**src/common/mm_defines.svh**
```systemverilog
/*
 * Global sizing for the matrix-multiply accelerator.
 * MM_NUM_CORES may be 1 to 8. The accumulator is sized so that a full
 * tile of MM_INNER_DIM products can never overflow.
 */
`ifndef MM_DEFINES_SVH
`define MM_DEFINES_SVH

// Fixed-point sample format
`define MM_WIDTH      16
`define MM_FRAC_WIDTH 8

// Array shape
`define MM_CHUNK_SIZE 4
`define MM_NUM_CORES  2
`define MM_INNER_DIM  16

// Input beat FIFO depth, equal to the credits granted after reset
`define MM_IN_CREDITS 4

`define MM_ACC_WIDTH  (2 * `MM_WIDTH + $clog2(`MM_INNER_DIM))

`endif

```
**src/common/mm_fixed_pkg.sv**
```systemverilog
/*
 * Signed fixed-point types with MM_FRAC_WIDTH fraction bits.
 * to_sample rounds toward minus infinity and saturates, it never wraps.
 */
`include "mm_defines.svh"

package mm_fixed_pkg;

    typedef logic signed [`MM_WIDTH-1:0]     sample_t;
    typedef logic signed [2*`MM_WIDTH-1:0]   product_t;
    typedef logic signed [`MM_ACC_WIDTH-1:0] acc_t;

    // Largest and smallest sample value seen at accumulator width
    localparam acc_t SAT_MAX = {{(`MM_ACC_WIDTH-`MM_WIDTH+1){1'b0}}, {(`MM_WIDTH-1){1'b1}}};
    localparam acc_t SAT_MIN = ~SAT_MAX;

    function automatic sample_t to_sample(input acc_t acc);
        acc_t    shifted;
        sample_t res;
        // Arithmetic shift drops the fraction, rounding down
        shifted = acc >>> `MM_FRAC_WIDTH;
        if (shifted > SAT_MAX) begin
            res = SAT_MAX[`MM_WIDTH-1:0];
        end else if (shifted < SAT_MIN) begin
            res = SAT_MIN[`MM_WIDTH-1:0];
        end else begin
            res = shifted[`MM_WIDTH-1:0];
        end
        return res;
    endfunction

endpackage

```
**src/common/mm_stream_pkg.sv**
```systemverilog
/*
 * Payload types moved between sequencer, cores and result buffer.
 * All arrays are packed, element 0 sits in the low bits.
 */
`include "mm_defines.svh"

package mm_stream_pkg;

    import mm_fixed_pkg::*;

    // One row of B, shared by every core
    typedef sample_t [`MM_CHUNK_SIZE-1:0] b_row_t;

    // One A element per core
    typedef sample_t [`MM_NUM_CORES-1:0] a_col_t;

    typedef struct packed {
        a_col_t a;
        b_row_t b;
    } beat_t;

    // Converted output of one core
    typedef sample_t [`MM_CHUNK_SIZE-1:0] result_row_t;

    // Rows of all cores, index equals core number
    typedef result_row_t [`MM_NUM_CORES-1:0] result_set_t;

endpackage

```
**src/common/mm_result_if.sv**
```systemverilog
/*
 * Finished rows from the cores to the result buffer.
 * Each core drives only its own bit and row, take is a one-cycle pulse.
 */
`timescale 1ns/1ps
`include "mm_defines.svh"

interface mm_result_if;

    import mm_stream_pkg::*;

    // Nets, since every core drives its own slice
    wire [`MM_NUM_CORES-1:0] row_valid;
    wire result_set_t        rows;

    // Buffer has captured all rows
    logic take;

    modport core (
        output row_valid,
        output rows,
        input  take
    );

    modport buffer (
        input  row_valid,
        input  rows,
        output take
    );

endinterface

```
**src/buffer/mm_result_buffer.sv**
```systemverilog
/*
 * Captures the rows of all cores at once and sends them in core order.
 * Output credits are counted up to 255, more are lost.
 * A new capture waits until the previous set has left completely.
 */
`timescale 1ns/1ps
`include "mm_defines.svh"

module mm_result_buffer (
    input  logic                       clk,
    input  logic                       rst_n,
    input  logic                       out_credit,
    mm_result_if.buffer                res,
    output logic                       out_valid,
    output mm_stream_pkg::result_row_t out_data,
    output logic                       out_last,
    output logic                       busy
);

    import mm_stream_pkg::*;

    localparam int NUM_CORES = `MM_NUM_CORES;
    localparam int IDX_W     = (NUM_CORES > 1) ? $clog2(NUM_CORES) : 1;
    localparam int CREDIT_W  = 8;

    result_set_t         set_q;
    logic                full_q;
    logic [IDX_W-1:0]    row_idx;
    logic [CREDIT_W-1:0] credits;
    logic                take;
    logic                send;
    logic                last_row;

    assign take     = (&res.row_valid) && !full_q;
    assign send     = full_q && (credits != '0);
    assign last_row = (row_idx == IDX_W'(NUM_CORES - 1));

    assign res.take = take;
    // Any held row blocks the next tile start
    assign busy     = |res.row_valid;

    always_ff @(posedge clk) begin
        if (!rst_n) begin
            full_q    <= 1'b0;
            row_idx   <= '0;
            credits   <= '0;
            out_valid <= 1'b0;
            out_last  <= 1'b0;
        end else begin
            credits   <= credits + CREDIT_W'(out_credit) - CREDIT_W'(send);
            out_valid <= send;
            out_last  <= send && last_row;

            if (take) begin
                full_q <= 1'b1;
            end else if (send && last_row) begin
                full_q <= 1'b0;
            end

            if (send) begin
                row_idx <= last_row ? '0 : row_idx + 1'b1;
            end
        end
    end

    always_ff @(posedge clk) begin
        if (take) begin
            set_q <= res.rows;
        end
        if (send) begin
            out_data <= set_q[row_idx];
        end
    end

endmodule

```
**src/flat_wrapper.sv**
```systemverilog
// flat-port wrapper written by rule: the top's interface ports become plain ports
module mm_result_buffer_flat import mm_stream_pkg::*;
  (clk, rst_n, out_credit, out_valid, out_data, out_last, busy, res_row_valid, res_rows, res_take);
  mm_result_if res_i ();
  input  logic clk;
  input  logic rst_n;
  input  logic out_credit;
  output logic out_valid;
  output mm_stream_pkg::result_row_t out_data;
  output logic out_last;
  output logic busy;
  input wire logic [$bits(res_i.row_valid)-1:0] res_row_valid;
  input wire logic [$bits(res_i.rows)-1:0] res_rows;
  output wire logic [$bits(res_i.take)-1:0] res_take;
  assign res_i.row_valid = res_row_valid;
  assign res_i.rows = res_rows;
  assign res_take = res_i.take;
  mm_result_buffer u_core (.clk(clk), .rst_n(rst_n), .out_credit(out_credit), .res(res_i), .out_valid(out_valid), .out_data(out_data), .out_last(out_last), .busy(busy));
endmodule
```
**config.mk**
```make
export PLATFORM = sky130hd
export DESIGN_NAME = mm_result_buffer_flat
export DESIGN_NICKNAME = d
export VERILOG_FILES = /design/src/common/mm_fixed_pkg.sv /design/src/common/mm_stream_pkg.sv /design/src/common/mm_result_if.sv /design/src/buffer/mm_result_buffer.sv /design/src/flat_wrapper.sv
export VERILOG_INCLUDE_DIRS = /design/src /design/src/common
export SDC_FILE = /design/constraint.sdc
export NUM_CORES = 1
export LEC_CHECK = 0
export ABC_AREA = 1
export BUFFER_PORTS_ARGS = -buffer_cell sky130_fd_sc_hd__clkbuf_2
export CAP_MARGIN = 20
export CORE_MARGIN = 10
export CORE_UTILIZATION = 43
export CTS_CLUSTER_DIAMETER = 200
export DETAILED_ROUTE_END_ITERATION = 16
export PLACE_DENSITY = 0.74
export SKIP_CTS_REPAIR_TIMING = 1
export SLEW_MARGIN = 5
export SYNTH_ARGS = -nofsm -noshare
export SYNTH_HDL_FRONTEND = slang
export SYNTH_SLANG_ARGS = --single-unit
```
**constraint.sdc**
```tcl
create_clock -name clk -period 12.7 [get_ports clk]
set_clock_uncertainty 0.1 [all_clocks]
set_input_delay 0.635 -clock clk [delete_from_list [all_inputs] [get_ports clk]]
set_output_delay 0.635 -clock clk [all_outputs]
set_load 0.005 [all_outputs]
```
Word-level counts from Yosys, hierarchy flattened
Cells that the tools add are included.

storage, ports and cells
  word-level logic and storage cells = 34
  output and inout bits = 68
  bits in registers = 204
  bits of input ports = 133

cells by class
  muxes and demuxes = 5
  order comparisons = 1
  $add $sub $neg = 3
  reduce and logical (&&, ||, !) cells = 8

operators with widths
  operator                                                                       count
  64-bit 2-to-1 mux                                                              2
  8-bit by 1-bit adder with 8-bit output                                         1
  8-bit nonzero test                                                             1
  8-bit by 1-bit subtractor with 8-bit output                                    1
  1-bit logical AND                                                              3
  1-bit 2-to-1 mux                                                               3
  1-bit by 2-bit less-than comparator with 1-bit output (second input constant)  1
  2-bit AND reduction                                                            1
  2-bit nonzero test                                                             1
  2-bit OR reduction                                                             1
  1-bit adder (second input constant)                                            1
  1-bit zero test                                                                1

Depth between registers and ports, before layout
  word-level depth = 5
  depth in mapped cells = 14
  mapped depth without buffers = 14

Least setup slack after synthesis
No wires, ideal clock.

  kind = input to register
  start point = input res_row_valid[0]
  end point = register u_core.set_q[0] in the netlist's numbering, enable pin
  buffers on the path = 0
  stages = 2
  data arrival time = 9.397 ns
  library setup time = 0.776 ns
  setup slack = 2.427 ns
  required time = 11.824 ns
  cells stage by stage = inv_1 nor3_1

on the way
  word-level cells in the longest chain between the ends = 2

RTL lines
  item                    RTL line                RTL
  start: declaration      flat_wrapper.sv:12      input wire logic [$bits(res_i.row_valid)-1:0] res_row_valid;
  2-bit AND reduction     mm_result_buffer.sv:34  assign take = (&res.row_valid) && !full_q;
  1-bit logical AND       mm_result_buffer.sv:34
  net res_take            flat_wrapper.sv:14      output wire logic [$bits(res_i.take)-1:0] res_take;
  end signal: assignment  mm_result_buffer.sv:68  set_q <= res.rows;
  end: declaration        mm_result_buffer.sv:26  result_set_t set_q;

The timed path passes the listed nets, and every way through them passes these cells.
A chain may end at the register's enable or synchronous reset.

Final worst setup path
  start point = register u_core.full_q
  end point = output res_take

on the way
  word-level cells in the longest chain between the ends = 2

RTL lines
  item                      RTL line                RTL
  start: declaration        mm_result_buffer.sv:27  logic full_q;
  start signal: assignment  mm_result_buffer.sv:44  full_q <= 1'b0;
  start signal: assignment  mm_result_buffer.sv:55  full_q <= 1'b1;
  start signal: assignment  mm_result_buffer.sv:57  full_q <= 1'b0;
  1-bit zero test           mm_result_buffer.sv:34
  1-bit logical AND         mm_result_buffer.sv:34
  end: declaration          flat_wrapper.sv:14

Every way passes these cells.

==> key figures <==
Status
  – Status: finished, final reports clean

Global route
  – Largest net degree at the start of global routing: 86
  – Global-route wire length before repair: 23.54 mm
  – M2 GR Usage: 0.2088
  – Met3 usage in global routing: 0.03992
  – Initial antenna violation count: 0
  – M1 GR Usage: 0.1660
  – GRT Util Overall: 0.1313
  – Via count of the first global-routing pass: 4499
  – Grt total ovfl: 0
  – Gr busiest metal: met2

Cells and area
  – FILL cells: 1334
  – Layout Cells excl Fill: 953
  – Ratio of cells with drive above 1 in the final layout: 0.3288
  – Area grow syn2layout: 25.61%
  – Final nets: 864
  – Antenna cells: 0

Clock network
  – Clk sinks: 204
  – H-tree levels: 1
  – Root buf cell: clkbuf_16
  – CTS clk-pin slew, worst paths: 0.06 ns
  – CTS tree: yes
  – Max Buffers Root-to-Sink: 3
  – Clock Latency Late Sink: 0.49 ns
  – Num CTS Buffers: 21

STA
  – Worst-margin pin slew: 1.044 ns
  – Fin Hold WS: 0.2142 ns
  – Worst Setup Slack, final: 9.826 ns
  – Max_slew headroom: 0.3038
  – Unrepaired setup endpoints after global routing: false
  – Fin crit period: 2.874 ns
  – Final max-slew violation count: 0
  – Final setup violation count: 0
  – Setup_tns: 0 ns
  – FMAX: 347.9 MHz
  – Tcrit/Tclk final: 0.2263
  – Final Hold Viols: 0

Floorplan
  – Die height: 150.3 microns
  – Std cell rows: 47
  – Total core area: 16640 sq um
  – Initial Utilization: 0.4388
  – Die width: 150.3 microns
  – IO Pins: 201
  – Die area: 22600 sq um

Placed design
  – Final HPWL DP: 10.35 mm
  – Port Buffers: 200
  – Pre-CTS WS: 9.764 ns
  – Placer congestion estimate: 0.7837
  – Placed Cells: 917

Power
  – P_leak: 3.922 nW
  – Net Sw Power: 0.4116 mW
  – Cell Pwr Density: 177.6 nW/um^2
  – Sw Share: 0.2527
  – Clock Power Share: 0.346
  – Worst VDD drop: 0.0001340 V
  – Combinational power share: 0.151
  – Internal power: 1.217 mW
  – Register share of total power: 0.503

Route
  – Drt pass-1 iters: 4
  – Final ANT Viol Nets: 0
  – WL/cell: 15.92 microns
  – Drt total wl: 15.17 mm
  – Post-route DRC: 0
  – Detailed-route via count: 4329
  – Iter 0 DRT Violations: 241
  – Vias per cell: 4.542

Setup path
  – CP required: 11.97 ns
  – Critical path class: reg -> out
  – Critical Path AT: 2.14 ns
  – Max FO, Critical Path: 85
  – CP endpoint kind: output pin
  – Worst setup startpoint: u_core.full_q$_SDFFE_PN0P_
  – Worst setup SP type: register
  – R2R Path Start: u_core.full_q$_SDFFE_PN0P_

Worst hold path
  – Path category of the worst min-delay check: in -> reg
  – Hold Crit Start: res_rows[46]

Synthesis
  – Post-Syn Nets: 651
  – Cell variety after synth: 18
  – Seq cells post-synth: 204
  – Ys Warns: 0
  – Avg Inst Size Synth: 14.40 sq um
  – Register area share after synthesis: 0.8223
  – Cells after Synth: 507
  – Synthesized cell area: 7303 sq um

Flow run
  – Max cap viols: 0
[stage by stage]
stage,cell area [sq um],util,power (mW)
2_1_floorplan,7303,-,0.9977
3_3_place_gp,8547,0.5136,1.071
3_5_place_dp,8547,0.5136,1.081
4_1_cts,9174,0.5512,1.650
5_1_grt,9174,0.5512,1.720
6_report,9174,0.5512,1.629
[worst paths after layout]
kind / end / slack [ns] / depth (start not counted)
max: res_take / 9.83 / 3
min: u_core.set_q[46]$_DFFE_PP_ / 0.21 / 1
max reg2reg: u_core.set_q[89]$_DFFE_PP_ / 10.17 / 3
min reg2reg: u_core.out_data[52]$_DFFE_PP_ / 0.41 / 2
[metal layers]
layer / vias to the layer above / wire length, microns
met1: 1973 / 6306
met4: 0 / 437
met2: 182 / 7101
li1: 2146 / -
met3: 28 / 1324
met5: - / 0
[logic make-up (layout without fill, tap and decap cells)]
family / after synthesis / count (layout) / share of synthesized area
AO/OA/AOI/OAI: 12 / 12 / 0.008737
adder cells (fa/ha/maj): 11 / 11 / 0.01987
buffers and inverters: 40 / 266 / 0.02330
AND/OR/NAND/NOR: 240 / 240 / 0.1257
flip-flops: 204 / 204 / 0.8223
[state kept, by name, indices dropped and copies added, names as in the netlist]
name              cells
u_core.set_q        128
u_core.out_data      64
u_core.credits        8
u_core.full_q         1
u_core.last_row       1
u_core.out_last       1
u_core.out_valid      1
[final cells by class]
| type | count | area (sq um) | area share |
|---|---|---|---|
| Tap cell | 220 | 275.3 | 0.03001 |
| Clock inverter | 13 | 93.84 | 0.01023 |
| Sequential cell | 204 | 6007 | 0.6548 |
| Clock buffer | 23 | 533.0 | 0.05810 |
| Timing Repair Buffer | 205 | 1039 | 0.1132 |
| Multi-Input combinational cell | 263 | 1132 | 0.1234 |
| Inverter | 25 | 93.84 | 0.01023 |
[Yosys cell counts]
cell type,number,share of area
buf_4,1,0.0010
inv_1,24,0.012
a21oi_2,1,0.0012
nand3_1,6,0.0041
dfxtp_1,12,0.033
buf_2,13,0.0089
o21ai_0,3,0.0021
edfxtp_1,192,0.79
clkbuf_1,1,0.00051
nor2_1,14,0.0072
inv_2,1,0.00051
fa_1,1,0.0027
ha_1,10,0.017
nand4_1,1,0.00086
nand2_1,217,0.11
nor3_1,1,0.00068
a21oi_1,8,0.0055
nand3_2,1,0.0014
[layout by cell type, fill, tap and decap left out]
cell / count
bufinv_16: 1
fa_1: 1
a21oi_1: 8
clkbuf_2: 200
inv_6: 1
dfxtp_2: 1
nand4_1: 1
edfxtp_1: 192
ha_1: 10
dfxtp_1: 11
inv_1: 22
o21ai_0: 3
clkinv_1: 5
nor2_1: 14
clkbuf_1: 2
clkbuf_16: 21
nor3_2: 1
clkinv_2: 4
nand3_2: 1
a21oi_2: 1
nand2_1: 217
inv_8: 1
buf_4: 5
nand3_1: 6
inv_2: 3
clkinvlp_2: 1
[power groups by stage]
stage                     clock network (mW)  registers (mW)  logic (mW)
after global placement                     0           0.833       0.238
after global routing                   0.610           0.824       0.287
final                                  0.564           0.820       0.246
after floorplan                            0           0.839       0.158
after detailed placement                   0           0.834       0.247
after CTS                              0.580           0.820       0.250
[critical path: stages, from the launching register on]
cell and delay [ns]:
dfxtp_1 0.36, nor3_2 0.19, buf_4 0.82, clkbuf_2 0.25
No activity file was read; power rests on OpenSTA's default activity.
