`src/common/mm_defines.svh`:
```
/*
 * Global sizing for the matrix-multiply accelerator.
 * MM_NUM_CORES may be 1 to 8. The accumulator is sized so that a full
 * tile of MM_INNER_DIM products can never overflow.
 */
`ifndef MM_DEFINES_SVH
`define MM_DEFINES_SVH

// Fixed-point sample format
`define MM_WIDTH      16
`define MM_FRAC_WIDTH 8

// Array shape
`define MM_CHUNK_SIZE 4
`define MM_NUM_CORES  2
`define MM_INNER_DIM  16

// Input beat FIFO depth, equal to the credits granted after reset
`define MM_IN_CREDITS 4

`define MM_ACC_WIDTH  (2 * `MM_WIDTH + $clog2(`MM_INNER_DIM))

`endif

```
`src/common/mm_fixed_pkg.sv`:
```
/*
 * Signed fixed-point types with MM_FRAC_WIDTH fraction bits.
 * to_sample rounds toward minus infinity and saturates, it never wraps.
 */
`include "mm_defines.svh"

package mm_fixed_pkg;

    typedef logic signed [`MM_WIDTH-1:0]     sample_t;
    typedef logic signed [2*`MM_WIDTH-1:0]   product_t;
    typedef logic signed [`MM_ACC_WIDTH-1:0] acc_t;

    // Largest and smallest sample value seen at accumulator width
    localparam acc_t SAT_MAX = {{(`MM_ACC_WIDTH-`MM_WIDTH+1){1'b0}}, {(`MM_WIDTH-1){1'b1}}};
    localparam acc_t SAT_MIN = ~SAT_MAX;

    function automatic sample_t to_sample(input acc_t acc);
        acc_t    shifted;
        sample_t res;
        // Arithmetic shift drops the fraction, rounding down
        shifted = acc >>> `MM_FRAC_WIDTH;
        if (shifted > SAT_MAX) begin
            res = SAT_MAX[`MM_WIDTH-1:0];
        end else if (shifted < SAT_MIN) begin
            res = SAT_MIN[`MM_WIDTH-1:0];
        end else begin
            res = shifted[`MM_WIDTH-1:0];
        end
        return res;
    endfunction

endpackage

```
`src/common/mm_stream_pkg.sv`:
```
/*
 * Payload types moved between sequencer, cores and result buffer.
 * All arrays are packed, element 0 sits in the low bits.
 */
`include "mm_defines.svh"

package mm_stream_pkg;

    import mm_fixed_pkg::*;

    // One row of B, shared by every core
    typedef sample_t [`MM_CHUNK_SIZE-1:0] b_row_t;

    // One A element per core
    typedef sample_t [`MM_NUM_CORES-1:0] a_col_t;

    typedef struct packed {
        a_col_t a;
        b_row_t b;
    } beat_t;

    // Converted output of one core
    typedef sample_t [`MM_CHUNK_SIZE-1:0] result_row_t;

    // Rows of all cores, index equals core number
    typedef result_row_t [`MM_NUM_CORES-1:0] result_set_t;

endpackage

```
`src/common/mm_beat_if.sv`:
```
/*
 * Beat bus from the tile sequencer to all cores.
 * No ready, every core consumes each cycle with valid high.
 */
`timescale 1ns/1ps
`include "mm_defines.svh"

interface mm_beat_if;

    import mm_stream_pkg::*;

    logic   valid;
    // Tile boundaries, qualified by valid
    logic   first;
    logic   last;
    a_col_t a;
    b_row_t b;

    modport sequencer (
        output valid,
        output first,
        output last,
        output a,
        output b
    );

    modport core (
        input valid,
        input first,
        input last,
        input a,
        input b
    );

endinterface

```
`src/hw/mm_tile_sequencer.sv`:
```
/*
 * Input credit issue, beat FIFO and tile gating.
 * The sender must hold a credit for every in_valid, an overrun is not
 * detected here. First beats wait until the previous tile has been taken.
 */
`timescale 1ns/1ps
`include "mm_defines.svh"

module mm_tile_sequencer (
    input  logic                 clk,
    input  logic                 rst_n,
    input  logic                 in_valid,
    input  mm_stream_pkg::beat_t in_beat,
    input  logic                 cores_busy,
    output logic                 in_credit,
    mm_beat_if.sequencer         beat
);

    import mm_stream_pkg::*;

    localparam int DEPTH = `MM_IN_CREDITS;
    localparam int PTR_W = (DEPTH > 1) ? $clog2(DEPTH) : 1;
    localparam int CNT_W = $clog2(DEPTH + 1);
    localparam int IDX_W = (`MM_INNER_DIM > 1) ? $clog2(`MM_INNER_DIM) : 1;

    beat_t            fifo_mem [DEPTH];
    logic [PTR_W-1:0] wr_ptr;
    logic [PTR_W-1:0] rd_ptr;
    logic [CNT_W-1:0] fifo_count;
    logic [CNT_W-1:0] credits_owed;
    logic [IDX_W-1:0] beat_idx;
    logic             tile_pending;
    logic             head_first;
    logic             head_last;
    logic             push;
    logic             pop;
    logic             grant;

    assign push       = in_valid;
    assign head_first = (beat_idx == '0);
    assign head_last  = (beat_idx == IDX_W'(`MM_INNER_DIM - 1));
    // A finished tile needs three cycles to show up as busy
    assign pop   = (fifo_count != '0) && !(head_first && (cores_busy || tile_pending));
    assign grant = (credits_owed != '0);

    always_ff @(posedge clk) begin
        if (push) begin
            fifo_mem[wr_ptr] <= in_beat;
        end
    end

    always_ff @(posedge clk) begin
        if (!rst_n) begin
            wr_ptr       <= '0;
            rd_ptr       <= '0;
            fifo_count   <= '0;
            credits_owed <= CNT_W'(DEPTH);
            in_credit    <= 1'b0;
            beat_idx     <= '0;
            tile_pending <= 1'b0;
            beat.valid   <= 1'b0;
        end else begin
            if (push) begin
                wr_ptr <= (wr_ptr == PTR_W'(DEPTH - 1)) ? '0 : wr_ptr + 1'b1;
            end
            if (pop) begin
                rd_ptr   <= (rd_ptr == PTR_W'(DEPTH - 1)) ? '0 : rd_ptr + 1'b1;
                beat_idx <= head_last ? '0 : beat_idx + 1'b1;
            end
            fifo_count <= fifo_count + CNT_W'(push) - CNT_W'(pop);

            // Initial credits first, then one per beat released
            in_credit    <= grant;
            credits_owed <= credits_owed + CNT_W'(pop) - CNT_W'(grant);

            if (pop && head_last) begin
                tile_pending <= 1'b1;
            end else if (cores_busy) begin
                tile_pending <= 1'b0;
            end

            beat.valid <= pop;
        end
    end

    always_ff @(posedge clk) begin
        if (pop) begin
            beat.first <= head_first;
            beat.last  <= head_last;
            beat.a     <= fifo_mem[rd_ptr].a;
            beat.b     <= fifo_mem[rd_ptr].b;
        end
    end

endmodule

```
`src/flat_wrapper.sv`:
```
// flat-port wrapper written by rule: the top's interface ports become plain ports
module mm_tile_sequencer_flat import mm_stream_pkg::*;
  (clk, rst_n, in_valid, in_beat, cores_busy, in_credit, beat_valid, beat_first, beat_last, beat_a, beat_b);
  mm_beat_if beat_i ();
  input  logic clk;
  input  logic rst_n;
  input  logic in_valid;
  input  mm_stream_pkg::beat_t in_beat;
  input  logic cores_busy;
  output logic in_credit;
  output wire logic [$bits(beat_i.valid)-1:0] beat_valid;
  output wire logic [$bits(beat_i.first)-1:0] beat_first;
  output wire logic [$bits(beat_i.last)-1:0] beat_last;
  output wire logic [$bits(beat_i.a)-1:0] beat_a;
  output wire logic [$bits(beat_i.b)-1:0] beat_b;
  assign beat_valid = beat_i.valid;
  assign beat_first = beat_i.first;
  assign beat_last = beat_i.last;
  assign beat_a = beat_i.a;
  assign beat_b = beat_i.b;
  mm_tile_sequencer u_core (.clk(clk), .rst_n(rst_n), .in_valid(in_valid), .in_beat(in_beat), .cores_busy(cores_busy), .in_credit(in_credit), .beat(beat_i));
endmodule
```
`config.mk`:
```
export PLATFORM = sky130hd
export DESIGN_NAME = mm_tile_sequencer_flat
export DESIGN_NICKNAME = d
export VERILOG_FILES = /design/src/common/mm_fixed_pkg.sv /design/src/common/mm_stream_pkg.sv /design/src/common/mm_beat_if.sv /design/src/hw/mm_tile_sequencer.sv /design/src/flat_wrapper.sv
export VERILOG_INCLUDE_DIRS = /design/src /design/src/common
export SDC_FILE = /design/constraint.sdc
export NUM_CORES = 1
export LEC_CHECK = 0
export BUFFER_PORTS_ARGS = -buffer_cell sky130_fd_sc_hd__buf_4
export CORE_ASPECT_RATIO = 1.75
export CORE_MARGIN = 1.5
export CORE_UTILIZATION = 45
export CTS_BUF_LIST = sky130_fd_sc_hd__clkbuf_8
export DETAILED_ROUTE_END_ITERATION = 6
export GPL_TIMING_DRIVEN = 0
export PLACE_DENSITY = 0.64
export SYNTH_ARGS = -nofsm -noshare
export SYNTH_HDL_FRONTEND = slang
export SYNTH_SLANG_ARGS = --single-unit
```
`constraint.sdc`:
```
create_clock -name clk -period 5.45 [get_ports clk]
set_input_delay 0.8175 -clock clk [delete_from_list [all_inputs] [get_ports clk]]
set_output_delay 0.8175 -clock clk [all_outputs]
set_load 0.01 [all_outputs]
```
# Yosys cells after proc, flatten, opt, wreduce, memory -nomap -nowiden
# Memories as Yosys holds them, arrays and structs flattened. A register that Yosys moved wholly into a read port is not among the register bits.
# Cells that the tools add are included.
[op_classes] reduce_logical=9 n_eq_ne=3 mux=7 add_sub_neg=7
[ops] op="adder 3 x 1 -> 3 bit" count=2
[ops] op="nonzero test 3 bit" count=2
[ops] op="subtractor 3 x 1 -> 3 bit" count=2
[ops] op="adder 2 x 1 -> 2 bit, second input constant" count=2
[ops] op="adder 4 x 1 -> 4 bit, second input constant" count=1
[ops] op="== test 2 bit, second input constant" count=2
[ops] op="== test 4 bit, second input constant" count=1
[ops] op="zero test 4 bit" count=1
[ops] op="2-to-1 mux 1 bit" count=4
[ops] op="2-to-1 mux 2 bit" count=2
[ops] op="2-to-1 mux 4 bit" count=1
[ops] op="logical AND 1 bit" count=3
[ops] op="nonzero test 2 bit" count=1
[ops] op="zero test 1 bit" count=1
[ops] op="logical OR 1 bit" count=1
[word_totals] mem_count=1 mem_bits_rw=384 reg_bits=19 inputBits=100
[memory_table] memory="u_core.fifo_mem" words=4 width=96 read_ports=1 rd_clocked_by_memory_dff=1 wr=1 line_no="mm_tile_sequencer.sv:26" text="beat_t fifo_mem [DEPTH];"

# Longest topological paths before layout
# Gate-level depths: netlist of run 1.
[logic_depth] word_depth=6 depth_mapped=12 depth_no_buf=12

# Worst setup path before layout of run 1
# OpenSTA, ideal clock, no wires.
[synth_timing] kind="in2reg" from="input port cores_busy" to="register u_core.fifo_count[2]" arrival_ps=5596 t_required_ps=5335 setup_slack_ps=-261 n_path_buf=0 cell_stages=10 setup_time_ps=115 path_cell_list="or2_2 a21oi_2 ha_1 inv_1 ha_1 inv_1 fa_1 xnor2_1 xnor2_1 and2_1"
[synth_via] elab_chain_len=5
[synth_lines] element="from (decl)" line_no="flat_wrapper.sv:9" text="input logic cores_busy;"
[synth_lines] element="logical OR 1 bit" line_no="mm_tile_sequencer.sv:43" text="assign pop = (fifo_count != '0) && !(head_first && (cores_busy || tile_pending));"
[synth_lines] element="logical AND 1 bit" line_no="mm_tile_sequencer.sv:43"
[synth_lines] element="zero test 1 bit" line_no="mm_tile_sequencer.sv:43"
[synth_lines] element="logical AND 1 bit" line_no="mm_tile_sequencer.sv:43"
[synth_lines] element="via u_core.pop" line_no="mm_tile_sequencer.sv:36" text="logic pop;"
[synth_lines] element="subtractor 3 x 1 -> 3 bit" line_no="mm_tile_sequencer.sv:70" text="fifo_count <= fifo_count + CNT_W'(push) - CNT_W'(pop);"
[synth_lines] element="to (signal assigned)" line_no="mm_tile_sequencer.sv:70"
[synth_lines] element="to (decl)" line_no="mm_tile_sequencer.sv:29" text="logic [CNT_W-1:0] fifo_count;"
# The timed path passes the listed nets, and every way through them passes these cells.
# A chain may end at the register's enable or synchronous reset.

# Final worst setup path of run 1
[layout_timing] from="register u_core.beat_idx[0]" to="register u_core.fifo_count[2]"
[layout_via] elab_chain_len=5
[layout_lines] element="from (decl)" line_no="mm_tile_sequencer.sv:31" text="logic [IDX_W-1:0] beat_idx;"
[layout_lines] element="from (signal assigned)" line_no="mm_tile_sequencer.sv:68" text="beat_idx <= head_last ? '0 : beat_idx + 1'b1;"
[layout_lines] element="zero test 4 bit" line_no="mm_tile_sequencer.sv:40" text="assign head_first = (beat_idx == '0);"
[layout_lines] element="via u_core.head_first" line_no="mm_tile_sequencer.sv:33" text="logic head_first;"
[layout_lines] element="logical AND 1 bit" line_no="mm_tile_sequencer.sv:43"
[layout_lines] element="zero test 1 bit" line_no="mm_tile_sequencer.sv:43"
[layout_lines] element="logical AND 1 bit" line_no="mm_tile_sequencer.sv:43"
[layout_lines] element="via u_core.pop" line_no="mm_tile_sequencer.sv:36"
[layout_lines] element="subtractor 3 x 1 -> 3 bit" line_no="mm_tile_sequencer.sv:70"
# The timed path passes the listed nets, and every way through them passes these cells.

==> results.json, run 1 <==
{
  "clock-root-buffer": "clkbuf_8",
  "h-tree-depth": 3,
  "ys_types": 34,
  "crit_path_end_kind": "flop",
  "cts_setup_buffers": 0,
  "fin_setup_tns_ps": 0,
  "slowest_delay_ps": 660,
  "synthesis.area_um2": 17700,
  "synthArstFlopShare": 0,
  "routed_wl_um": 33600,
  "leakagePower_nw": 7.34,
  "grt_max_degree": 52,
  "synth_most_common_cell": "edfxtp_1",
  "final-hold-violation-count": 0,
  "worst-path-max-fanout": 17,
  "firstDrtPassIters": 6,
  "ant_nets": 0,
  "grt_overflow": 0,
  "ir_worst_vdd_uv": 239,
  "power_density_nw_per_um2": 488,
  "hold_start": "in_beat[63]",
  "die_y_um": 265,
  "clk_path_buf_depth": 3,
  "seq_power_share": 0.486,
  "switchingPower_mw": 2.78,
  "postCtsResizedCells": 0,
  "arrival_ps": 3640,
  "synth_fp_nets": 807,
  "slew_headroom": 0.460,
  "yosysTopAreaCellShare": 0.818,
  "cap_violations": 0,
  "fin_ws_ps": 2330,
  "cp.buffers_inverters": 3,
  "clockPowerShare": 0.273,
  "synth_top_cell_by_area": "edfxtp_1",
  "setup_viol": 0,
  "yosysSeqAreaShare": 0.837,
  "ys_seq_elements": 499,
  "utilization": 0.557,
  "synth_edf_count": 482,
  "synth_flop_cell": "edfxtp_1",
  "antenna_found_initial": 3,
  "num-nets-final": 1093,
  "slew_violations": 0,
  "insertion_delay_ps": 620,
  "clkSinkCount": 499,
  "via_per_inst": 5.18,
  "port_buffers": 199,
  "dp_slack_ps": 1930,
  "post-dp-hpwl_um": 21000,
  "gp_congestion": 0.709,
  "reg2reg_depth": 12,
  "cts_buffers": 73,
  "drc": 8,
  "rsz0062_at_grt": "no",
  "crit_family": "adder cells",
  "worst_slew_pin_slew_ps": 809,
  "cpMaxStageDelayCell": "a21oi_4",
  "hold_depth": 1,
  "cts_tree": "done",
  "grt_pass1_wl_um": 50600,
  "grt.total_usage": 0.169,
  "path_depth": 12,
  "die_area_um2": 40600,
  "crit_chain": "inv_1, ha_1, nor3b_1, a21oi_4, ha_1, inv_1, ha_1, inv_1, fa_1, xnor2_1, xnor2_1, and2_1",
  "synth_simple_gate_area_share": 0.0104,
  "syn_avg_cell_area_um2": 25.5,
  "synth_commonest_cells": "edfxtp_1 (482), mux4_2 (96), dfxtp_1 (17)",
  "num_rows": 95,
  "startpoint": "u_core.beat_idx[0]$_SDFFE_PN0P_",
  "io_pins": 200,
  "worst_hold_path_type": "input pin to flop",
  "failed_checks": "DRC",
  "critical_path_class": "flop to flop",
  "fin_skew_ps": 22.1,
  "ctsHoldBuffers": 0,
  "coreArea_um2": 38600,
  "synth-compound-area-share": 0.00283,
  "layout_min_cycle_time_ps": 3120,
  "layout-drive-gt1-share": 0.409,
  "path_clk_slew_ps": 70,
  "netlist_top_cells_area": "edfxtp_1 (82%), mux4_2 (12%), dfxtp_1 (1.9%), ha_1 (0.78%), and2_1 (0.35%)",
  "stdcell_count": 1519,
  "r2r-start": "u_core.beat_idx[0]$_SDFFE_PN0P_",
  "initial_core_util": 0.458,
  "postSynthCellCount": 694,
  "synthAdderAreaFrac": 0.0100,
  "outcome": "finished, violations left",
  "pwr-share-comb": 0.240,
  "vias": 7875,
  "synth_top_family_by_area": "multiplexers",
  "wl_per_cell_um": 22.1,
  "final_area_um2": 21500,
  "max_freq_mhz": 320,
  "place_inst": 1390,
  "ys_warn_count": 0,
  "synth_xor_area_frac": 0.00198,
  "first_iter_violations": 340,
  "power_mw": 10.5,
  "placed_cell_area_um2": 20100,
  "internal_power_mw": 7.72,
  "start_kind": "flop",
  "area_growth_pct": 21.6,
  "min_period_over_period": 0.573,
  "fin_hold_ws_ps": 385,
  "sw_frac_of_total": 0.265,
  "cp.required_ps": 5960,
  "die_w_um": 153,
  "synthMuxAreaShare": 0.126,
  "grt_pass1_vias": 8570
}
placed cells by master (no fill, tap or decap), types with 2 or more instances in the layout:
| master | Yosys | final |
|---|---|---|
| edfxtp_1 | 482 | 482 |
| buf_4 | 6 | 205 |
| mux4_2 | 96 | 96 |
| clkbuf_8 | 0 | 77 |
| inv_1 | 12 | 31 |
| dfxtp_1 | 17 | 17 |
| clkinv_1 | 0 | 16 |
| ha_1 | 11 | 11 |
| buf_16 | 0 | 9 |
| nand2_1 | 8 | 8 |
| buf_2 | 7 | 7 |
| clkbuf_1 | 7 | 7 |
| mux2i_1 | 6 | 6 |
| and2_1 | 10 | 6 |
| clkinvlp_4 | 0 | 5 |
| clkinv_2 | 0 | 5 |
| buf_12 | 1 | 4 |
| and2_4 | 0 | 4 |
| nor2b_1 | 4 | 4 |
| bufinv_16 | 0 | 4 |
| xnor2_1 | 3 | 3 |
| nand3_1 | 2 | 2 |
| buf_6 | 2 | 2 |
| nor2_1 | 2 | 2 |
| fa_1 | 2 | 2 |
| inv_6 | 0 | 2 |
flip-flops by register name, indices dropped and copies added, names as in the netlist:
| register | cells |
|---|---|
| u_core.fifo_mem | 384 |
| u_core.beat.b | 64 |
| u_core.beat.a | 32 |
| u_core.beat_idx | 4 |
| u_core.credits_owed | 3 |
| u_core.fifo_count | 3 |
| u_core.rd_ptr | 2 |
| u_core.wr_ptr | 2 |
| u_core.beat.first | 1 |
| u_core.beat.last | 1 |
| u_core.beat.valid | 1 |
| u_core.in_credit | 1 |
| u_core.tile_pending | 1 |
power by group through the flow:
stage | clock, mW | sequential [mW] | combinational (mW)
4_1_cts | 2.97 | 5.12 | 2.62
5_1_grt | 3.11 | 5.15 | 2.73
3_3_place_gp | 0 | 5.25 | 2.42
6_report | 2.87 | 5.11 | 2.52
3_5_place_dp | 0 | 5.19 | 2.61
2_1_floorplan | 0 | 5.35 | 1.26
cell type report:
class                      count  area, µm²
antenna                        1       2.50
buffer                        24        164
clock buffer                  77       1060
clock inverter                51        332
fill                        2886      17100
inverter                      12       45.0
multi-input combinational    159       2690
sequential                   499      14800
tap                          485        607
timing repair buffer         211       1800
kinds of logic after synthesis:
family,after synthesis
AOI/OAI and AO/OA,7
xor gates and xnor gates,4
adders and majority gates,13
buffers and inverters,36
DFF,499
muxes,102
and+or+nand+nor,33
path summary, 6_finish.rpt:
path                                            to  slack, ps
setup reg to reg   u_core.fifo_count[2]$_SDFF_PN0_       2330
setup / recovery   u_core.fifo_count[2]$_SDFF_PN0_       2330
hold / removal    u_core.fifo_mem[0][63]$_DFFE_PP_        390
hold reg to reg    u_core.beat_idx[0]$_SDFFE_PN0P_        530
layer usage:
metal | track usage | routed length [µm] | vias up | part of all wire
li1 | - | - | 3494 | -
met1 | 0.182 | 12200 | 4112 | 0.36
met2 | 0.311 | 18600 | 199 | 0.55
met3 | 0.0482 | 1980 | 66 | 0.059
met4 | 0.0670 | 772 | 4 | 0.023
met5 | 0 | 31 | - | 0.00092
No activity file was read; power rests on OpenSTA's default activity.
==> run 2, diff against run 1 <==
--- a/config.mk
+++ b/config.mk
@@ -6,6 +6,7 @@
 export SDC_FILE = /design/constraint.sdc
 export NUM_CORES = 1
 export LEC_CHECK = 0
+export ABC_AREA = 1
 export BUFFER_PORTS_ARGS = -buffer_cell sky130_fd_sc_hd__buf_4
 export CORE_ASPECT_RATIO = 1.75
 export CORE_MARGIN = 1.5
@@ -13,7 +14,7 @@
 export CTS_BUF_LIST = sky130_fd_sc_hd__clkbuf_8
 export DETAILED_ROUTE_END_ITERATION = 6
 export GPL_TIMING_DRIVEN = 0
-export PLACE_DENSITY = 0.64
+export PLACE_DENSITY = 0.62
 export SYNTH_ARGS = -nofsm -noshare
 export SYNTH_HDL_FRONTEND = slang
 export SYNTH_SLANG_ARGS = --single-unit
==> constraint.sdc (replaced) <==
create_clock -name clk -period 3.2 [get_ports clk]
set_input_delay 0.48 -clock clk [delete_from_list [all_inputs] [get_ports clk]]
set_output_delay 0.48 -clock clk [all_outputs]
set_load 0.01 [all_outputs]
==> run 2 against run 1 <==
Net effect:
- the run now ends clean
- synthesized area rose by 2.1%
- global-route usage rose by 3.3 points
- sequential power rose by 76%
- power rose by 86%
- sequential share of layout area fell by 0.89 points
- maximum frequency rose by 5.5%
- die area rose by 2.0%
- critical path depth rose by 1
- critical path type unchanged
==> results.json, run 2 <==
{
  "reg.largest.list": "u_core.fifo_mem (384), u_core.beat.b (64), u_core.beat.a (32)",
  "ys_types": 24,
  "power_mw": 19.5,
  "firstDrtPassIters": 5,
  "cts_buffers": 72,
  "layout_common_cells": "edfxtp_1 (482), nor2_1 (208), buf_4 (205)",
  "cts_tree": "done",
  "vias": 10600,
  "h-tree-depth": 3,
  "ant_nets": 0,
  "grt.total_usage": 0.202,
  "postSynthCellCount": 1146,
  "drc": 0,
  "first_iter_violations": 627,
  "num-nets-final": 1542,
  "rsz0062_at_grt": "no",
  "initial_core_util": 0.458,
  "final-hold-violation-count": 0,
  "layout_min_cycle_time_ps": 2960,
  "critical_path_class": "flop to flop",
  "post-dp-hpwl_um": 24600,
  "gp_congestion": 0.761,
  "yosysSeqAreaShare": 0.820,
  "synth_fp_nets": 1259,
  "placed_cell_area_um2": 20400,
  "synth_xor_area_frac": 0.00145,
  "leakagePower_nw": 7.74,
  "largest_register_ffs": 384,
  "port_buffers": 198,
  "syn_avg_cell_area_um2": 15.8,
  "synth_top_family_by_area": "compound AO/OA/AOI/OAI gates",
  "ys_warn_count": 0,
  "hold_depth": 1,
  "area_growth_pct": 20.7,
  "clock-root-buffer": "clkbuf_8",
  "cap_violations": 0,
  "cts_setup_buffers": 0,
  "outcome": "finished, final reports clean",
  "r2r_slack_ps": 240,
  "pwr-share-comb": 0.298,
  "num_rows": 96,
  "arrival_ps": 3500,
  "r2r-start": "u_core.beat_idx[2]$_SDFFE_PN0P_",
  "regMostFlops": "u_core.fifo_mem",
  "layout-drive-gt1-share": 0.245,
  "setup_viol": 0,
  "crit_path_end_kind": "flop",
  "hold_start": "in_beat[24]",
  "worstHoldEndpoint": "u_core.fifo_mem[3][24]$_DFFE_PP_",
  "routed_wl_um": 41300,
  "slew_violations": 0,
  "synth_top_cell_by_area": "edfxtp_1",
  "synth_commonest_cells": "edfxtp_1 (482), nor2_1 (208), o21ai_0 (113)",
  "slew_headroom": 0.553,
  "grt_pass1_wl_um": 61700,
  "min_period_over_period": 0.925,
  "switchingPower_mw": 6.32,
  "synthMuxAreaShare": 0,
  "grt_max_degree": 64,
  "netlist_top_cells_area": "edfxtp_1 (80%), nor2_1 (4.3%), o22ai_1 (3.3%), o21ai_0 (3.1%), o21ai_1 (2.3%)",
  "utilization": 0.553,
  "synth_simple_gate_area_share": 0.0504,
  "yosysTopAreaCellShare": 0.801,
  "sw_frac_of_total": 0.324,
  "cpMaxStageDelayCell": "clkinvlp_4",
  "start_kind": "flop",
  "clockPowerShare": 0.241,
  "max_freq_mhz": 338,
  "clk_path_buf_depth": 3,
  "grt_overflow": 0,
  "synth_edf_count": 482,
  "path_clk_slew_ps": 70,
  "synthesis.area_um2": 18100,
  "wl_per_cell_um": 20.9,
  "maxUsedRoutingLayer": "met5",
  "reg2reg_depth": 13,
  "die_area_um2": 41400,
  "final_common_cell": "edfxtp_1",
  "io_pins": 200,
  "worst-path-max-fanout": 28,
  "die_y_um": 268,
  "ys_seq_elements": 499,
  "wirelength_met1_um": 15700,
  "clkSinkCount": 499,
  "cpMostUsedCell": "inv_2",
  "worst_slew_pin_slew_ps": 667,
  "wl_met3_um": 2240,
  "crit_chain": "nor2_1, nand3_4, nand2_4, clkinvlp_4, buf_12, ha_1, inv_2, ha_4, inv_2, fa_2, xnor2_2, o21ai_1, a21oi_1",
  "ir_worst_vdd_uv": 479,
  "antenna_found_initial": 6,
  "r2r_end": "u_core.fifo_count[2]$_SDFF_PN0_",
  "power_density_nw_per_um2": 894,
  "via_per_inst": 5.35,
  "synth_flop_cell": "edfxtp_1",
  "slowest_delay_ps": 430,
  "synth_most_common_cell": "edfxtp_1",
  "final_area_um2": 21800,
  "grt_pass1_vias": 10900,
  "internal_power_mw": 13.2,
  "worst_hold_path_type": "input pin to flop",
  "met2WireLength_um": 21900,
  "synthAdderAreaFrac": 0.00984,
  "synthArstFlopShare": 0,
  "die_w_um": 154,
  "insertion_delay_ps": 620,
  "seq_power_share": 0.461,
  "coreArea_um2": 39400,
  "synth-compound-area-share": 0.0899,
  "cp.required_ps": 3740,
  "fin_skew_ps": 19.9
}
## run 2: worst max-delay path by stage
stage,start,to,slack (ps),cells past startpoint
floorplan,cores_busy,u_core.fifo_count[2]$_SDFF_PN0_,-520,13
global placement,cores_busy,u_core.fifo_count[2]$_SDFF_PN0_,-1860,14
detailed placement,cores_busy,u_core.fifo_count[2]$_SDFF_PN0_,-100,15
CTS,u_core.beat_idx[2]$_SDFFE_PN0P_,u_core.fifo_count[2]$_SDFF_PN0_,20,13
global route,u_core.beat_idx[2]$_SDFFE_PN0P_,u_core.fifo_count[2]$_SDFF_PN0_,50,13
finish,u_core.beat_idx[2]$_SDFFE_PN0P_,u_core.fifo_count[2]$_SDFF_PN0_,240,13
## run 2: cell type report
| cell class | instances | area, µm² |
|---|---|---|
| antenna | 5 | 12.5 |
| buffer | 63 | 397 |
| clock buffer | 77 | 1060 |
| clock inverter | 48 | 259 |
| fill | 3175 | 17600 |
| inverter | 30 | 149 |
| multi-input combinational | 554 | 2800 |
| sequential | 499 | 14800 |
| tap | 490 | 613 |
| timing repair buffer | 208 | 1690 |
| timing repair inverter | 1 | 5.00 |
## run 2: critical path, delay by kind of cell (launching register included)
family	cells	cell delay [ps]
buf+inv	4	870
fa+ha+maj	3	770
xor+xnor	1	170
compound gates	2	220
simple gates	3	490
flops	1	350
## run 2: through the flow
stage	setup slack (ps)	TNS [ps]	hold WS [ps]	cells
2_1_floorplan	-524	-935	443	1146
3_3_place_gp	-1860	-645460	454	1834
5_1_grt	54.5	0	26.4	1975
6_report	242	0	59.1	1975
3_5_place_dp	-99.4	-99.4	470	1841
4_1_cts	15.6	0	3.40	1969
## run 2: timing repair
| action | in CTS | in global routing |
|---|---|---|
| hold buffers | 3 | 0 |
| endpoints found under the setup margin | 0 | 1 |
| resized for setup | 0 | 0 |
| endpoints found under the hold margin | 8 | 0 |
## run 2: metal layers
metal / up-vias / track usage
met4: 2 / 0.107
li1: 4890 / -
met1: 5226 / 0.231
met5: - / 0
met3: 92 / 0.0389
met2: 347 / 0.357
## run 2: kinds of logic after synthesis
kind of cell             count (synthesis)
adder cells (fa/ha/maj)                 13
AND/OR/NAND/NOR                        238
flip-flops                             499
buffers and inverters                   93
AO/OA/AOI/OAI                          300
XOR/XNOR                                 3
## run 2: power by group through the flow
stage,Combinational [mW],Sequential (mW),Clock [mW]
global placement,5.60,9.22,0
global route,6.35,9.06,5.08
CTS,5.90,9.00,4.83
floorplan,2.80,9.41,0
detailed placement,5.87,9.12,0
finish,5.81,8.98,4.71
==> run 3, diff against run 2 <==
--- a/config.mk
+++ b/config.mk
@@ -6,7 +6,6 @@
 export SDC_FILE = /design/constraint.sdc
 export NUM_CORES = 1
 export LEC_CHECK = 0
-export ABC_AREA = 1
 export BUFFER_PORTS_ARGS = -buffer_cell sky130_fd_sc_hd__buf_4
 export CORE_ASPECT_RATIO = 1.75
 export CORE_MARGIN = 1.5
==> constraint.sdc (replaced) <==
create_clock -name clk -period 3.35 [get_ports clk]
set_input_delay 0.5025 -clock clk [delete_from_list [all_inputs] [get_ports clk]]
set_output_delay 0.5025 -clock clk [all_outputs]
set_load 0.01 [all_outputs]
==> run 3 against run 2 <==
Net effect:
- the run now ends with DRC left
- flip-flop and latch count unchanged
- worst hold slack improved by 17 ps
- wire length decreased by 18%
- die area decreased by 2.0%
- design area decreased by 1.9%
- sequential power decreased by 7.6%
- register-to-register slack improved by 30 ps
- clock skew increased by 8.0 ps
- combinational power decreased by 29%
- highest routed layer unchanged
==> results.json, run 3 (synthesized netlist as in run 1, its figures left out) <==
{
  "io_pins": 200,
  "coreArea_um2": 38600,
  "clkSinkCount": 499,
  "h-tree-depth": 3,
  "utilization": 0.553,
  "final_area_um2": 21400,
  "largest_register_ffs": 384,
  "crit_path_end_kind": "flop",
  "layout_common_cells": "edfxtp_1 (482), buf_4 (205), mux4_2 (96)",
  "cpMaxStageDelayCell": "nor3_1",
  "critical_path_class": "flop to flop",
  "grt_pass1_vias": 8521,
  "port_buffers": 199,
  "grt.total_usage": 0.169,
  "worst_hold_path_type": "input pin to flop",
  "crit_family": "simple AND/OR/NAND/NOR gates",
  "crit_chain": "nor3_1, a21oi_4, buf_12, ha_1, inv_1, ha_1, inv_1, fa_2, xnor2_2, xnor2_1, and2_1",
  "insertion_delay_ps": 630,
  "start_kind": "flop",
  "cp.buffers_inverters": 3,
  "num_rows": 95,
  "antenna_found_initial": 3,
  "first_iter_violations": 324,
  "ant_nets": 0,
  "grt_pass1_wl_um": 50500,
  "rsz0062_at_grt": "no",
  "regMostFlops": "u_core.fifo_mem",
  "vias": 7809,
  "wl_per_cell_um": 22.2,
  "area_growth_pct": 20.8,
  "firstDrtPassIters": 7,
  "grt_overflow": 0,
  "grt_max_degree": 52,
  "die_area_um2": 40600,
  "clock-root-buffer": "clkbuf_8",
  "final_common_cell": "edfxtp_1",
  "clk_path_buf_depth": 3,
  "slew_violations": 0,
  "cts_setup_buffers": 0,
  "fin_skew_ps": 28.0,
  "ctsHoldBuffers": 0,
  "fin_setup_tns_ps": 0,
  "routed_wl_um": 33800,
  "gp_congestion": 0.700,
  "post-dp-hpwl_um": 20100,
  "slowest_delay_ps": 800,
  "die_y_um": 265,
  "via_per_inst": 5.14,
  "cts_buffers": 73,
  "outcome": "finished, violations left",
  "worst-path-max-fanout": 22,
  "dp_slack_ps": 67.2,
  "num-nets-final": 1091,
  "final-hold-violation-count": 0,
  "reg.largest.list": "u_core.fifo_mem (384), u_core.beat.b (64), u_core.beat.a (32)",
  "slew_headroom": 0.355,
  "fin_ws_ps": 267,
  "path_clk_slew_ps": 60,
  "setup_viol": 0,
  "layout_min_cycle_time_ps": 3080,
  "arrival_ps": 3590,
  "cap_violations": 0,
  "die_w_um": 153,
  "fin_hold_ws_ps": 75.7,
  "cp.required_ps": 3860,
  "failed_checks": "DRC",
  "max_freq_mhz": 324,
  "cts_tree": "done",
  "worst_slew_pin_slew_ps": 959,
  "ir_worst_vdd_uv": 474,
  "layout-drive-gt1-share": 0.408,
  "initial_core_util": 0.458,
  "leakagePower_nw": 7.31,
  "placed_cell_area_um2": 20000,
  "power_density_nw_per_um2": 788,
  "min_period_over_period": 0.920,
  "drc": 5
}
==> run 3: metal layers <==
metal  vias to the layer above  global-route usage  wire length [µm]
li1                       3493                   -                 -
met1                      4063               0.188             12600
met2                       198               0.308             18600
met3                        51              0.0471              1850
met4                         4              0.0654               655
met5                         -                   0                23
==> run 3: path summary, 6_finish.rpt <==
check	startpoint	end	slack (ps)	cells after the start
worst min-delay path	in_beat[74]	u_core.fifo_mem[3][74]$_DFFE_PP_	80	1
worst max-delay path	u_core.fifo_count[1]$_SDFF_PN0_	u_core.fifo_count[2]$_SDFF_PN0_	270	11
worst max register to register	u_core.fifo_count[1]$_SDFF_PN0_	u_core.fifo_count[2]$_SDFF_PN0_	270	11
worst min register to register	u_core.beat_idx[0]$_SDFFE_PN0P_	u_core.beat_idx[0]$_SDFFE_PN0P_	490	2
==> run 3: metrics by stage <==
stage,cells,power [mW]
after floorplan,694,10.8
final,1518,16.8
after CTS,1516,17.1
after detailed placement,1387,12.6
after global placement,1378,12.5
after global routing,1518,17.6
==> run 3: repair_timing <==
item                                   in CTS  in global routing
resized for setup                           0                  1
setup endpoints to repair                   0                  2
endpoints found under the hold margin       0                  0
==> run 3: area by class of cell <==
class / count / area, µm²
sequential: 499 / 14800
multi-input combinational: 160 / 2720
timing repair buffer: 208 / 1710
antenna: 1 / 2.50
fill: 2941 / 17300
buffer: 24 / 164
inverter: 12 / 45.0
tap: 485 / 607
clock buffer: 77 / 1060
clock inverter: 52 / 253
==> run 3: power breakdown <==
part | internal, mW | total, mW | switching (mW)
combinational | 2.06 | 4.10 | 2.04
clock | 2.21 | 4.44 | 2.23
sequential | 8.02 | 8.30 | 0.277
